$ cat src/rtl/uart_cfg.svh
// Build options for the UART transmit hub
// Parity mode, host queue depth and the alarm report tags
`ifndef UART_CFG_SVH
`define UART_CFG_SVH

// Parity select: 0 even, 1 odd
`define UART_PARITY_ODD 1'b0

// Host byte queue depth, power of two only
`define UART_FIFO_DEPTH 8

// High nibble of a normal alarm report
`define UART_ALARM_TAG 4'hA

// High nibble when an earlier report was overwritten
`define UART_OVERRUN_TAG 4'hE

`endif

$ cat src/rtl/uart_frame_pkg.sv
// Line-level types for the serializer
// Frame word layout and serializer FSM states
package uart_frame_pkg;

    // Start + 8 data + parity + stop
    localparam int FRAME_BITS = 11;

    // Bit 0 goes out first, so start sits at the bottom
    typedef struct packed {
        logic       stop;    // Always 1
        logic       parity;  // Even or odd per config
        logic [7:0] data;    // Sent LSB first
        logic       start;   // Always 0
    } frame_word_t;

    // Serializer FSM
    typedef enum logic {
        SER_IDLE  = 1'b0,   // Line high, waiting for a start
        SER_SHIFT = 1'b1    // Frame on the line
    } ser_state_t;

endpackage

$ cat src/rtl/uart_port_pkg.sv
// Bus-level types shared by the sources, the arbiter and the serializer
// Byte request struct, source identifier and grant vector
package uart_port_pkg;

    // One byte offered for transmission
    typedef struct packed {
        logic       valid;  // Offer present
        logic [7:0] data;   // Byte to send
    } tx_req_t;

    // Which source owns a byte
    typedef enum logic {
        SRC_HOST  = 1'b0,   // Host byte queue
        SRC_ALARM = 1'b1    // Alarm reporter
    } src_id_t;

    // One-cycle grant pulse, indexed by src_id_t
    typedef logic [1:0] grant_t;

endpackage

$ cat src/rtl/tx_fifo.sv
// Host byte queue, circular buffer with write and read pointers
// Write strobe with full level in, head offered as a tx request out
`include "uart_cfg.svh"

module tx_fifo (
    input  logic                   baud_clk,
    input  logic                   arst_n,
    input  logic [7:0]             host_data,
    input  logic                   host_wr,
    input  logic                   pop,
    output uart_port_pkg::tx_req_t fifo_req,
    output logic                   host_full
);
    localparam int DEPTH = `UART_FIFO_DEPTH;
    localparam int AW    = $clog2(DEPTH);
    localparam logic [AW:0] FULL_CNT = DEPTH[AW:0];

    logic [7:0]    mem [DEPTH];   // Byte storage
    logic [AW-1:0] wr_ptr;        // Next free slot
    logic [AW-1:0] rd_ptr;        // Head of queue
    logic [AW:0]   count;         // Occupancy, one extra bit for full
    logic          wr_en;         // Accepted write

    assign wr_en     = host_wr && !host_full;  // Writes while full are dropped
    assign host_full = (count == FULL_CNT);

    assign fifo_req.valid = (count != '0);
    assign fifo_req.data  = mem[rd_ptr];       // Head shown before the pop

    always_ff @(posedge baud_clk) begin
        if (wr_en) begin
            mem[wr_ptr] <= host_data;
        end
    end

    always_ff @(posedge baud_clk or negedge arst_n) begin
        if (!arst_n) begin
            wr_ptr <= '0;
            rd_ptr <= '0;
            count  <= '0;
        end else begin
            if (wr_en) begin
                wr_ptr <= wr_ptr + 1'b1;   // Wraps at DEPTH
            end
            if (pop) begin
                rd_ptr <= rd_ptr + 1'b1;
            end
            // Simultaneous write and pop leave count unchanged
            unique case ({wr_en, pop})
                2'b10:   count <= count + 1'b1;
                2'b01:   count <= count - 1'b1;
                default: count <= count;
            endcase
        end
    end

    // Grant only reaches a source that is offering a byte
    a_no_pop_when_empty: assert property (
        @(posedge baud_clk) disable iff (!arst_n)
        pop |-> fifo_req.valid
    ) else $error("tx_fifo: pop while empty");

endmodule

$ cat src/rtl/alarm_reporter.sv
// Alarm reporter, turns alarm pulses into one-byte reports
// Keeps the latest code and flags overwritten reports as overrun
`include "uart_cfg.svh"

module alarm_reporter (
    input  logic                   baud_clk,
    input  logic                   arst_n,
    input  logic                   alarm,
    input  logic [3:0]             alarm_code,
    input  logic                   pop,
    output uart_port_pkg::tx_req_t alarm_req
);
    logic       pending;   // Report waiting for the line
    logic       overrun;   // A pending report was overwritten
    logic [3:0] code;      // Latest alarm code
    logic [3:0] tag;       // Report high nibble

    assign tag = overrun ? `UART_OVERRUN_TAG : `UART_ALARM_TAG;

    assign alarm_req.valid = pending;
    assign alarm_req.data  = {tag, code};

    // Code is payload, qualified by pending
    always_ff @(posedge baud_clk) begin
        if (alarm) begin
            code <= alarm_code;   // Newest code always wins
        end
    end

    always_ff @(posedge baud_clk or negedge arst_n) begin
        if (!arst_n) begin
            pending <= 1'b0;
            overrun <= 1'b0;
        end else begin
            if (alarm) begin
                pending <= 1'b1;
                // Pop in the same cycle means a fresh report, no overrun
                overrun <= pending && !pop;
            end else if (pop) begin
                pending <= 1'b0;
                overrun <= 1'b0;
            end
        end
    end

endmodule

$ cat src/rtl/tx_arbiter.sv
// Round-robin arbiter between host queue and alarm reporter
// Registers the serializer start together with a one-cycle grant pulse
module tx_arbiter (
    input  logic                   baud_clk,
    input  logic                   arst_n,
    input  uart_port_pkg::tx_req_t fifo_req,
    input  uart_port_pkg::tx_req_t alarm_req,
    input  logic                   busy,
    output uart_port_pkg::tx_req_t ser_req,
    output uart_port_pkg::grant_t  grant
);
    import uart_port_pkg::*;

    src_id_t last_win;       // Winner of the previous start
    src_id_t winner;         // Winner for this cycle
    logic    start_issued;   // Start out, busy not yet up
    logic    any_req;        // Someone is offering
    logic    can_start;      // Issue a start this edge

    assign any_req   = fifo_req.valid || alarm_req.valid;
    assign can_start = any_req && !busy && !start_issued;

    // Alternate on contention, else take whoever is valid
    always_comb begin
        if (fifo_req.valid && alarm_req.valid) begin
            winner = (last_win == SRC_HOST) ? SRC_ALARM : SRC_HOST;
        end else if (alarm_req.valid) begin
            winner = SRC_ALARM;
        end else begin
            winner = SRC_HOST;
        end
    end

    always_ff @(posedge baud_clk or negedge arst_n) begin
        if (!arst_n) begin
            last_win     <= SRC_ALARM;   // Host goes first after reset
            start_issued <= 1'b0;
            ser_req      <= '0;
            grant        <= '0;
        end else begin
            start_issued  <= can_start;   // Blocks the cycle before busy rises
            ser_req.valid <= can_start;
            grant         <= '0;          // Pulse, one cycle only
            if (can_start) begin
                grant[winner] <= 1'b1;
                last_win      <= winner;
                ser_req.data  <= (winner == SRC_ALARM) ? alarm_req.data : fifo_req.data;
            end
        end
    end

    // Sources hold their offer until the grant reaches them
    a_grant_to_offer: assert property (
        @(posedge baud_clk) disable iff (!arst_n)
        (grant & ~{alarm_req.valid, fifo_req.valid}) == 2'b00
    ) else $error("tx_arbiter: grant to a source with no offer");

    // Queue head stays put until its pop, so the started byte matches it
    a_host_byte_started: assert property (
        @(posedge baud_clk) disable iff (!arst_n)
        grant[SRC_HOST] |-> (ser_req.data == fifo_req.data)
    ) else $error("tx_arbiter: started byte differs from queue head");

endmodule

$ cat src/rtl/uart_tx.sv
// Serializer for 11-bit UART frames, one bit per baud_clk cycle
// Builds start, data, parity and stop, shifts LSB first
`include "uart_cfg.svh"

module uart_tx (
    input  logic                   baud_clk,
    input  logic                   arst_n,
    input  uart_port_pkg::tx_req_t ser_req,
    output logic                   tx,
    output logic                   busy
);
    import uart_frame_pkg::*;

    localparam int CNT_W = $clog2(FRAME_BITS);

    ser_state_t       state;        // FSM state
    frame_word_t      frame;        // Shift register, bit 0 on the line
    logic [CNT_W-1:0] bit_cnt;      // Bits already on the line minus one
    logic             parity_bit;   // Parity of the incoming byte

    // Reduction XOR gives even parity, config flips it for odd
    assign parity_bit = (^ser_req.data) ^ `UART_PARITY_ODD;

    assign tx   = frame[0];              // Line follows frame LSB
    assign busy = (state == SER_SHIFT);  // High for the 11 bit cycles

    always_ff @(posedge baud_clk or negedge arst_n) begin
        if (!arst_n) begin
            state   <= SER_IDLE;
            frame   <= '1;                  // Idle line is high
            bit_cnt <= '0;
        end else begin
            unique case (state)
                SER_IDLE: begin
                    if (ser_req.valid) begin
                        // Start bit lands on tx right after this edge
                        frame <= '{
                            stop:   1'b1,
                            parity: parity_bit,
                            data:   ser_req.data,
                            start:  1'b0
                        };
                        bit_cnt <= '0;
                        state   <= SER_SHIFT;
                    end
                end
                SER_SHIFT: begin
                    frame <= {1'b1, frame[FRAME_BITS-1:1]};  // Ones fill behind stop
                    if (bit_cnt == CNT_W'(FRAME_BITS - 1)) begin
                        state <= SER_IDLE;   // Stop bit just ended
                    end else begin
                        bit_cnt <= bit_cnt + 1'b1;
                    end
                end
                default: state <= SER_IDLE;
            endcase
        end
    end

    // Arbiter must hold off while a frame is on the line
    a_no_start_when_busy: assert property (
        @(posedge baud_clk) disable iff (!arst_n)
        busy |-> !ser_req.valid
    ) else $error("uart_tx: start request while busy");

endmodule

$ cat src/rtl/uart_tx_top.sv
// UART transmit hub top level
// Host queue and alarm reporter share one serializer via the arbiter
module uart_tx_top (
    input  logic       baud_clk,
    input  logic       arst_n,
    input  logic [7:0] host_data,
    input  logic       host_wr,
    output logic       host_full,
    input  logic       alarm,
    input  logic [3:0] alarm_code,
    output logic       tx,
    output logic       busy
);
    import uart_port_pkg::*;

    tx_req_t fifo_req;    // Host queue head
    tx_req_t alarm_req;   // Pending alarm report
    tx_req_t ser_req;     // Start to the serializer
    grant_t  grant;       // Pop pulses back to the sources

    tx_fifo u_tx_fifo (
        .baud_clk  (baud_clk),
        .arst_n    (arst_n),
        .host_data (host_data),
        .host_wr   (host_wr),
        .pop       (grant[SRC_HOST]),
        .fifo_req  (fifo_req),
        .host_full (host_full)
    );

    alarm_reporter u_alarm_reporter (
        .baud_clk   (baud_clk),
        .arst_n     (arst_n),
        .alarm      (alarm),
        .alarm_code (alarm_code),
        .pop        (grant[SRC_ALARM]),
        .alarm_req  (alarm_req)
    );

    tx_arbiter u_tx_arbiter (
        .baud_clk  (baud_clk),
        .arst_n    (arst_n),
        .fifo_req  (fifo_req),
        .alarm_req (alarm_req),
        .busy      (busy),
        .ser_req   (ser_req),
        .grant     (grant)
    );

    uart_tx u_uart_tx (
        .baud_clk (baud_clk),
        .arst_n   (arst_n),
        .ser_req  (ser_req),
        .tx       (tx),
        .busy     (busy)
    );

endmodule

$ cat config.mk
export PLATFORM = sky130hd
export DESIGN_NAME = uart_tx_top
export DESIGN_NICKNAME = d
export VERILOG_FILES = /design/src/rtl/uart_frame_pkg.sv /design/src/rtl/uart_port_pkg.sv /design/src/rtl/tx_fifo.sv /design/src/rtl/alarm_reporter.sv /design/src/rtl/tx_arbiter.sv /design/src/rtl/uart_tx.sv /design/src/rtl/uart_tx_top.sv
export VERILOG_INCLUDE_DIRS = /design/src /design/src/rtl
export SDC_FILE = /design/constraint.sdc
export NUM_CORES = 1
export LEC_CHECK = 0
export ABC_AREA = 1
export BUFFER_PORTS_ARGS = -buffer_cell sky130_fd_sc_hd__buf_2
export CAP_MARGIN = 15
export CORE_MARGIN = 2
export CORE_UTILIZATION = 45
export CTS_BUF_LIST = sky130_fd_sc_hd__clkbuf_8
export DETAILED_ROUTE_END_ITERATION = 10
export GPL_TIMING_DRIVEN = 0
export PLACE_DENSITY = 0.7
export RECOVER_POWER = 25
export SLEW_MARGIN = 20
export SYNTH_ARGS = -nofsm -noshare
export SYNTH_HDL_FRONTEND = slang
export SYNTH_SLANG_ARGS = --single-unit
$ cat constraint.sdc
create_clock -name baud_clk -period 3.4 [get_ports baud_clk]
set_input_delay 0.85 -clock baud_clk [delete_from_list [all_inputs] [get_ports baud_clk]]
set_output_delay 0.85 -clock baud_clk [all_outputs]
set_load 0.02 [all_outputs]
==> flow_summary_export.csv, run 1 <==
group,metric,value,unit
power_and_ir_drop,vdd_ir_drop_max,0.374,mV
detailed_routing,vias,3211,
grt,grt_usage,17.4,%
clocking,cts-buffers-inserted,9,
placed_design,dpl_worst_slack,0.970,ns
grt,grt_pass1_vias,3024,
worst_setup_path,cp_max_fo,5,
yosys,ys.warnings.count,0,
sta,tightest_slew,0.883,ns
yosys,async_flop_share,36.4,%
layout,fin_area,0.00526,mm2
sta,fin_skew,0.0143,ns
clocking,clk_latency,0.38,ns
detailed_routing,wl_per_cell,14.0,um
layout,fin_cells,659,
sta,fmax,0.466,GHz
worst_setup_path,r2r_cells,5,
yosys,syn_inst,489,
placed_design,port_buffers,18,
grt,grt.met1_usage,22.3,%
power_and_ir_drop,p_per_area,835,mW/mm2
grt,overflow,0,
die,die-height,108,um
sta,slew_headroom,40.9,%
placed_design,dpl.cell_count,643,
die,start_util,46.5,%
sta,holdWs,0.469,ns
yosys,syn_nets,512,
layout,seqCellArea,0.00303,mm2
sta,setup_tns,0,ns
sta,hold_violations,0,
detailed_routing,antenna_left,0,
yosys,synth.largest_area_cell,"edfxtp_1",
worst_setup_path,rrSetupSlack,1.39,ns
clocking,cts.htree.levels,3,
worst_setup_path,critPathArrivalTime,1.30,ns
placed_design,dp_hpwl,6320,um
yosys,ys_types,33,
power_and_ir_drop,p_int,0.00262,W
grt,grt_max_degree,40,
yosys,yosysMostFrequentCell,"nand2_1",
detailed_routing,drt_first_pass_iters,4,
power_and_ir_drop,p_sw,0.00177,W
clocking,post-cts-setup-buffers,0,
worst_setup_path,crit_start,"u_tx_fifo.count[2]",
detailed_routing,totalWireLength,9210,um
yosys,ys_seq_elements,107,
power_and_ir_drop,seqPwrFrac,44.2,%
worst_setup_path,start_kind,"register",
clocking,max-clock-path-buffers,2,
layout,multi_input_area,0.00144,mm2
yosys,netlist_top_cells_count,"nand2_1, edfxtp_1, inv_1",
worst_setup_path,r2r-start,"u_tx_fifo.count[1]",
run,maxCapViolations,0,
clocking,cts_tree,"built",
die,die-area,0.0116,mm2
layout,drive_gt1_share,12.2,%
layout,n_antenna_cell,0,
worst_setup_path,end_kind,"primary output",
worst_setup_path,endpoint,"host_full",
hold_path,hold_depth,1,
yosys,ys_seq_area_share,62.9,%
hold_path,hold_class,"reg -> reg",
run_status,outcome,"finished clean",
power_and_ir_drop,clock_power_share,16.6,%
power_and_ir_drop,swShare,40.3,%
clocking,clkTransAtPathRegs,0.10,ns
yosys,synthTopCellsByArea,"edfxtp_1, dfrtp_1, nand2_1",
sta,rsz0062_at_grt,"no",
clocking,cts_hold_buf,0,
worst_setup_path,timing.rr.end,"u_tx_fifo.mem[0][4]",
die,dieWidth,108,um
grt,grt_use_met2,29.0,%
die,rows,37,
sta,drv_slew,0,
sta,finalCritPeriodShare,63.1,%
sta,period_minus_slack,2.15,ns
yosys,syn_area_per_cell,9.86,um2
detailed_routing,via_per_inst,4.87,
die,io-pin-count,19,
layout,fillers,962,
grt,antenna_found_initial,0,
clocking,cts-resized-gates,0,
die,core,0.0104,mm2
yosys,synth_edf_count,68,
detailed_routing,drc,0,
sta,fin_ws,1.25,ns
worst_setup_path,critPathRequiredTime,2.55,ns
clocking,clock_sinks,107,
detailed_routing,drt_iter0_markers,267,
worst_setup_path,crit_type,"reg -> out",
sta,setup_viol,0,
yosys,synth.top_cell.area_share,42.3,%
placed_design,dpl-instance-area,0.00508,mm2
grt,grt_pass1_wl,15200,um
power_and_ir_drop,combPwrFrac,39.1,%
layout,synthToLayoutAreaGrowth,8.98,%
grt,busiest_layer,"met2",
power_and_ir_drop,leakagePower,2.36,nW
grt,gr-usage-met3,4.72,%
yosys,synth-main-ff-cell,"edfxtp_1",
yosys,netlist_area,0.00482,mm2
clocking,cts_root_buf,"clkbuf_8",
layout,nNetsFinal,541,
placed_design,place_congestion,0.827,
## cells in the final DEF (no fill, tap or decap)
cell type and count:
xor2_1 6, inv_1 61, dfrtp_1 28, or2_1 1, nor3_1 1, o211ai_1 1
o21ai_1 10, nand2_4 1, ha_1 7, nor2_2 1, nand4_1 1, o21ai_0 13
o21ai_4 1, o21ai_2 1, nand3_1 32, clkbuf_1 8, o22ai_1 8, clkbuf_8 10
nand2_1 150, o21bai_1 1, a21oi_1 11, edfxtp_1 68, nor2_8 2, nor2_1 48
inv_8 3, clkinvlp_4 1, buf_2 16, a22o_1 1, xnor2_1 2, inv_6 1
clkinv_2 1, dfstp_2 11, buf_12 1, buf_6 3, nand2_2 2, a211oi_1 1
a21oi_2 2, inv_2 7
## layer usage
layer | up-vias | share of wire (%)
li1 | 1626 | -
met1 | 1516 | 45
met2 | 61 | 49
met3 | 8 | 4.6
met4 | 0 | 1.1
met5 | - | 0
## kinds of logic (layout without fill, tap and decap cells)
| logic type | after synthesis | in the layout | synth area share, % |
|---|---|---|---|
| compound gates | 50 | 50 | 6.10 |
| xor+xnor | 8 | 8 | 1.45 |
| fa+ha+maj | 7 | 7 | 1.82 |
| buf+inv | 78 | 112 | 7.24 |
| flops | 107 | 107 | 62.9 |
| simple gates | 239 | 239 | 20.5 |
## worst min path at each step
stage	from	end	slack, ns
after floorplan	u_tx_arbiter.grant[1]	u_alarm_reporter.overrun	0.41
after global placement	u_tx_arbiter.grant[1]	u_alarm_reporter.overrun	0.42
after detailed placement	u_tx_arbiter.grant[1]	u_alarm_reporter.overrun	0.44
after CTS	u_tx_arbiter.grant[1]	u_alarm_reporter.overrun	0.48
after global routing	u_tx_arbiter.grant[1]	u_alarm_reporter.overrun	0.48
final	u_tx_arbiter.grant[1]	u_alarm_reporter.overrun	0.47
## per-stage QoR
stage,util [%],total power [W]
floorplan,-,0.00324
global placement,49.0,0.00361
detailed placement,49.0,0.00369
CTS,50.8,0.00442
global route,50.7,0.00474
finish,50.7,0.00439
## power by group through the flow
| stage | clock, W | sequential, W | combinational [W] |
|---|---|---|---|
| final | 0.000731 | 0.00194 | 0.00172 |
| after detailed placement | 0 | 0.00197 | 0.00173 |
| after global placement | 0 | 0.00195 | 0.00166 |
| after CTS | 0.000748 | 0.00194 | 0.00173 |
| after global routing | 0.000799 | 0.00198 | 0.00196 |
| after floorplan | 0 | 0.00193 | 0.00131 |
## critical path, cell delays in order, from the launching register on
cell	delay (ns)
dfrtp_1	0.44
nor2_1	0.14
nand2_2	0.09
nor2_1	0.09
buf_2	0.16
## area by class of cell
cell class              count  area share [%]
flip-flops and latches    107            57.7
multi-input cells         304            27.4
inverters                  67            4.78
well taps                 136            3.24
clock buffers               9            2.36
plain buffers              11            1.86
repair buffers             18            1.52
clock inverters             7            1.12
## registers in the layout (all words and copies together), names as in the netlist
signal / flops
u_tx_fifo.mem: 64
u_uart_tx.tx: 1
u_tx_arbiter.grant: 2
u_tx_arbiter.last_win: 1
u_alarm_reporter.overrun: 1
u_uart_tx.frame: 9
u_tx_arbiter.ser_req: 9
u_uart_tx.bit_cnt: 4
u_tx_fifo.count: 4
u_alarm_reporter.code: 4
u_uart_tx.busy: 1
u_tx_fifo.rd_ptr: 3
u_alarm_reporter.pending: 1
u_tx_fifo.wr_ptr: 3
(Power assumes the default switching activity.)
==> run 2: changes to the inputs <==
--- a/config.mk
+++ b/config.mk
@@ -6,7 +6,7 @@
 export SDC_FILE = /design/constraint.sdc
 export NUM_CORES = 1
 export LEC_CHECK = 0
-export ABC_AREA = 1
+export ABC_AREA = 0
 export BUFFER_PORTS_ARGS = -buffer_cell sky130_fd_sc_hd__buf_2
 export CAP_MARGIN = 15
 export CORE_MARGIN = 2
==> constraint.sdc (replaced) <==
create_clock -name baud_clk -period 2 [get_ports baud_clk]
set_input_delay 0.5 -clock baud_clk [delete_from_list [all_inputs] [get_ports baud_clk]]
set_output_delay 0.5 -clock baud_clk [all_outputs]
set_load 0.02 [all_outputs]
==> run 2 against run 1 <==
Clock skew decreased by 0.0012 ns. Combinational power increased by 49%. Final cell count fell by 33%. Total power rose by 67%. Worst hold slack worse by 0.25 ns. Clock power grew 68%.
==> flow_summary_export.csv, run 2 <==
group,metric,value,unit
run_status,outcome,"finished clean",
clocking,cts.htree.levels,3,
clocking,max-clock-path-buffers,2,
yosys,async_flop_share,36.4,%
sta,setup_viol,0,
sta,period_minus_slack,1.96,ns
worst_setup_path,crit_start,"u_tx_fifo.count[1]",
grt,busiest_layer,"met2",
power_and_ir_drop,p_sw,0.00254,W
yosys,yosysMostFrequentCell,"edfxtp_1",
clocking,cts_root_buf,"clkbuf_8",
worst_setup_path,critPathRequiredTime,2.31,ns
sta,fin_ws,0.0377,ns
worst_setup_path,crit_type,"reg -> reg",
die,dieWidth,103,um
grt,grt_use_met2,26.2,%
detailed_routing,vias,2324,
layout,final_common_cell,"edfxtp_1",
yosys,ys_types,38,
grt,grt_pass1_wl,11900,um
layout,drive_gt1_share,25.7,%
worst_setup_path,end_kind,"register",
power_and_ir_drop,vdd_ir_drop_max,0.712,mV
yosys,synthTopCellsByArea,"edfxtp_1, dfrtp_1, dfstp_2",
yosys,ys_seq_area_share,68.1,%
placed_design,dp_hpwl,5110,um
yosys,ys_seq_elements,107,
hold_path,hold_class,"in -> async",
layout,n_antenna_cell,0,
yosys,syn_nets,292,
sta,drv_slew,0,
die,start_util,46.0,%
power_and_ir_drop,p_total,0.00732,W
detailed_routing,drc,0,
worst_setup_path,rrSetupSlack,0.04,ns
sta,fmax,0.510,GHz
sta,hold_violations,0,
die,io-pin-count,19,
die,core,0.00968,mm2
clocking,clk_latency,0.39,ns
placed_design,port_buffers,18,
layout,largest_reg_flops,64,
clocking,clkTransAtPathRegs,0.10,ns
sta,finalCritPeriodShare,98.1,%
power_and_ir_drop,leakagePower,1.84,nW
grt,overflow,0,
grt,antenna_found_initial,0,
grt,grt_max_degree,40,
worst_setup_path,critPathArrivalTime,2.27,ns
layout,fin_area,0.00505,mm2
worst_setup_path,timing.rr.end,"u_tx_fifo.count[2]",
grt,grt_pass1_vias,2339,
detailed_routing,totalWireLength,7660,um
layout,mostFrequentLayoutCells,"edfxtp_1, dfrtp_1, nand2_1",
power_and_ir_drop,clock_power_share,16.8,%
run,maxCapViolations,0,
yosys,synth_edf_count,68,
layout,top_register,"u_tx_fifo.mem",
clocking,cts-buffers-inserted,9,
worst_setup_path,endpoint,"u_tx_fifo.count[2]",
clocking,cts_tree,"built",
layout,postLayoutCoreUtil,52.2,%
detailed_routing,drt_first_pass_iters,4,
worst_setup_path,start_kind,"register",
detailed_routing,antenna_left,0,
placed_design,dpl-instance-area,0.00477,mm2
power_and_ir_drop,seqPwrFrac,48.2,%
yosys,syn_inst,269,
layout,nNetsFinal,329,
sta,rsz0062_at_grt,"yes",
yosys,synth.largest_area_cell,"edfxtp_1",
clocking,clock_sinks,107,
sta,fin_skew,0.0132,ns
grt,grt_usage,15.5,%
yosys,synth.top_cell.area_share,45.9,%
sta,slew_headroom,41.8,%
power_and_ir_drop,p_int,0.00479,W
detailed_routing,wl_per_cell,17.3,um
placed_design,dpl_worst_slack,-0.249,ns
yosys,syn_area_per_cell,16.5,um2
die,die-height,103,um
detailed_routing,drt_iter0_markers,94,
detailed_routing,via_per_inst,5.23,
yosys,netlist_top_cells_count,"edfxtp_1, dfrtp_1, nand2_1",
die,rows,36,
power_and_ir_drop,swShare,34.6,%
yosys,netlist_area,0.00445,mm2
grt,gr-usage-met3,5.38,%
power_and_ir_drop,combPwrFrac,35.0,%
worst_setup_path,r2r_cells,10,
sta,tightest_slew,0.869,ns
yosys,synth-main-ff-cell,"edfxtp_1",
grt,grt.met1_usage,18.9,%
layout,synthToLayoutAreaGrowth,13.5,%
placed_design,place_congestion,0.726,
worst_setup_path,cp_max_fo,5,
worst_setup_path,r2r-start,"u_tx_fifo.count[1]",
yosys,ys.warnings.count,0,
power_and_ir_drop,p_per_area,1450,mW/mm2
die,die-area,0.0107,mm2
layout,top_regs,"u_tx_fifo.mem x64, u_tx_arbiter.ser_req x9, u_uart_tx.frame x9",
## run 2: timing repair
item,CTS,global route
buffers inserted,0,8
endpoints found under the setup margin,47,30
gates resized for setup,9,8
pin swaps,0,5
hold buffers,0,0
hold endpoints to repair,0,0
## run 2: cell type report
| type | instances | area (um2) |
|---|---|---|
| Tap cell | 133 | 166 |
| Multi-Input combinational cell | 148 | 1440 |
| Clock buffer | 9 | 124 |
| Sequential cell | 107 | 3040 |
| Clock inverter | 7 | 58.8 |
| Buffer | 7 | 55.1 |
| Inverter | 6 | 25.0 |
| Timing Repair Buffer | 27 | 146 |
| Fill cell | 797 | 4630 |
## run 2: cells by family (layout without fill, tap and decap cells)
kind of cell    count (synthesis)  after routing  synth area share, %
fa+ha+maj                       7              7                 1.97
compound gates                 33             33                 5.00
buf+inv                        14             56                 1.83
xor+xnor                       18             18                 3.54
flops                         107            107                 68.1
mux                            37             37                 13.7
simple gates                   53             53                 5.82
## run 2: stage by stage
| stage | std cells | hold WS [ns] | setup TNS, ns |
|---|---|---|---|
| after floorplan | 269 | 0.204 | 0 |
| after detailed placement | 421 | 0.430 | -4.07 |
| after global routing | 444 | 0.272 | -0.615 |
| after global placement | 420 | 0.429 | -19.49 |
| after CTS | 436 | 0.239 | -0.0794 |
| final | 444 | 0.223 | 0 |
## run 2: worst max-delay path, cell delays in order (launching register included)
cell	delay, ns
dfrtp_2	0.47
nor3_4	0.23
a21boi_4	0.12
inv_4	0.11
ha_4	0.16
xor2_1	0.15
ha_2	0.20
a21oi_2	0.04
xor2_1	0.16
nor2_1	0.10
xor2_1	0.15
## run 2: worst min-delay path by stage
stage | slack (ns) | start | cells past startpoint | endpoint
6_report | 0.22 | arst_n | 1 | u_tx_fifo.count[2]
5_1_grt | 0.27 | alarm_code[2] | 1 | u_alarm_reporter.code[2]
4_1_cts | 0.24 | arst_n | 1 | u_tx_fifo.wr_ptr[2]
3_5_place_dp | 0.43 | u_tx_arbiter.grant[1] | 1 | u_alarm_reporter.overrun
3_3_place_gp | 0.43 | u_tx_arbiter.grant[1] | 1 | u_alarm_reporter.overrun
2_1_floorplan | 0.20 | arst_n | 0 | u_alarm_reporter.overrun
## run 2: power by group through the flow
stage	clock (W)	combinational, W	sequential [W]
floorplan	0	0.00190	0.00342
global placement	0	0.00236	0.00348
detailed placement	0	0.00250	0.00353
CTS	0.00126	0.00248	0.00353
global route	0.00135	0.00285	0.00361
finish	0.00123	0.00256	0.00353
## run 2: routing by layer
metal	share of wire (%)	up-vias
li1	-	1098
met1	43	1188
met2	52	25
met3	3.3	13
met4	1.4	0
met5	0	-
==> run 3: changes to the inputs <==
--- a/config.mk
+++ b/config.mk
@@ -9,7 +9,7 @@
 export ABC_AREA = 0
 export BUFFER_PORTS_ARGS = -buffer_cell sky130_fd_sc_hd__buf_2
 export CAP_MARGIN = 15
-export CORE_MARGIN = 2
+export CORE_MARGIN = 3
 export CORE_UTILIZATION = 45
 export CTS_BUF_LIST = sky130_fd_sc_hd__clkbuf_8
 export DETAILED_ROUTE_END_ITERATION = 10
==> run 3 against run 2 <==
Via count shrank 1.5%. Sequential power hardly changed. Fmax rose by 1.5%. Total power is 0.37% higher. Register-to-register slack improved by 0.03 ns. Clock skew is 0.0023 ns lower. Worst hold slack gained 0.020 ns.
==> flow_summary_export.csv, run 3 (synthesis results as in run 2) <==
group,metric,value,unit
run_status,outcome,"finished clean",
detailed_routing,drt_iter0_markers,149,
power_and_ir_drop,p_total,0.00735,W
layout,n_antenna_cell,0,
detailed_routing,wl_per_cell,16.7,um
power_and_ir_drop,vdd_ir_drop_max,0.733,mV
hold_path,hold_class,"in -> async",
layout,final_common_cell,"edfxtp_1",
clocking,cts.htree.levels,3,
clocking,cts_root_buf,"clkbuf_8",
worst_setup_path,start_kind,"register",
power_and_ir_drop,p_per_area,1460,mW/mm2
sta,rsz0062_at_grt,"yes",
clocking,cts-buffers-inserted,9,
layout,postLayoutCoreUtil,53.4,%
layout,fin_area,0.00503,mm2
worst_setup_path,cp_max_fo,6,
sta,fin_ws,0.0663,ns
die,io-pin-count,19,
die,core,0.00942,mm2
die,die-area,0.0111,mm2
grt,grt_pass1_vias,2310,
placed_design,place_congestion,0.740,
detailed_routing,via_per_inst,5.25,
sta,finalCritPeriodShare,96.7,%
grt,grt_max_degree,40,
detailed_routing,totalWireLength,7270,um
sta,drv_slew,0,
detailed_routing,drt_first_pass_iters,4,
run,maxCapViolations,0,
sta,slew_headroom,42.4,%
layout,nNetsFinal,325,
clocking,max-clock-path-buffers,2,
worst_setup_path,crit_type,"reg -> reg",
clocking,clk_latency,0.37,ns
layout,largest_reg_flops,64,
sta,hold_violations,0,
power_and_ir_drop,leakagePower,1.84,nW
layout,drive_gt1_share,24.1,%
worst_setup_path,end_kind,"register",
sta,setup_viol,0,
grt,overflow,0,
clocking,cts_tree,"built",
sta,fin_skew,0.0109,ns
grt,antenna_found_initial,0,
detailed_routing,antenna_left,0,
sta,fmax,0.517,GHz
placed_design,dp_hpwl,4780,um
layout,synthToLayoutAreaGrowth,12.9,%
placed_design,port_buffers,18,
placed_design,dpl-instance-area,0.00475,mm2
clocking,clkTransAtPathRegs,0.10,ns
worst_setup_path,critPathRequiredTime,2.25,ns
die,die-height,105,um
grt,grt_usage,13.9,%
sta,tightest_slew,0.864,ns
detailed_routing,drc,0,
sta,period_minus_slack,1.93,ns
die,dieWidth,105,um
clocking,clock_sinks,107,
die,rows,35,
worst_setup_path,critPathArrivalTime,2.19,ns
grt,grt_pass1_wl,11900,um
layout,mostFrequentLayoutCells,"edfxtp_1, dfrtp_1, nand2_1",
die,start_util,47.3,%
layout,top_regs,"u_tx_fifo.mem x64, u_tx_arbiter.ser_req x9, u_uart_tx.frame x9",
placed_design,dpl_worst_slack,-0.265,ns
detailed_routing,vias,2290,
layout,top_register,"u_tx_fifo.mem",
layout,fillers,767,
sta,setup_tns,0,ns
==> run 3: cell count changes in the layout (fill, tap and decap cells not counted), sizes merged <==
cell    delta
buf        -2
clkbuf     -2
bufinv     +1
clkinv     -1
==> run 3: area by class of cell <==
cell class                 instances  area, um2  area share, %
sequential                       107       3040           60.4
multi-input combinational        148       1420           28.3
tap                              129        161           3.21
clock buffer                       9        124           2.46
timing repair buffer              23        119           2.36
clock inverter                     7       82.6           1.64
buffer                             7       57.6           1.14
inverter                           6       25.0          0.498
==> run 3: per-stage QoR <==
stage,hold slack [ns],cells
2_1_floorplan,0.204,269
6_report,0.244,436
4_1_cts,0.254,435
5_1_grt,0.282,436
3_5_place_dp,0.424,416
3_3_place_gp,0.411,416
==> run 3: layer usage <==
metal / track usage (%) / vias up / wire length, um
li1: - / 1088 / -
met1: 18.9 / 1159 / 3420
met2: 22.3 / 38 / 3520
met3: 3.49 / 5 / 287
met4: 4.40 / 0 / 46
met5: 0 / - / 0
==> run 3: final timing paths <==
path,from,to,slack [ns],depth (start not counted)
max in group asynchronous,arst_n,u_tx_fifo.count[1],1.17,1
min reg2reg,u_tx_arbiter.grant[1],u_alarm_reporter.overrun,0.44,1
max,u_tx_fifo.count[0],u_tx_fifo.count[2],0.07,10
max reg2reg,u_tx_fifo.count[0],u_tx_fifo.count[2],0.07,10
min in group baud_clk,alarm_code[3],u_alarm_reporter.code[3],0.30,1
min,arst_n,u_uart_tx.bit_cnt[2],0.24,1
==> run 3: worst max-delay path, stage by stage (launching register included) <==
cell and delay [ns]:
dfrtp_2 0.44, nor3_4 0.23, a21boi_4 0.10, inv_4 0.13
ha_4 0.17, xor2_1 0.07, ha_1 0.18, a21oi_1 0.14
xor2_1 0.15, nor2_1 0.07, xor2_1 0.14
==> run 3: what timing repair did <==
item                       4_1_cts  5_1_grt
pin swaps                        2        0
gates resized for setup         11        1
setup buffers                    3        2
setup endpoints to repair       62       13
hold buffers                     0        0
==> run 3: power breakdown <==
part	total [W]	switching, W	internal (W)
combinational	0.00251	0.00126	0.00125
sequential	0.00350	0.000465	0.00304
clock	0.00134	0.000737	0.000603
total	0.00735	0.00246	0.00489
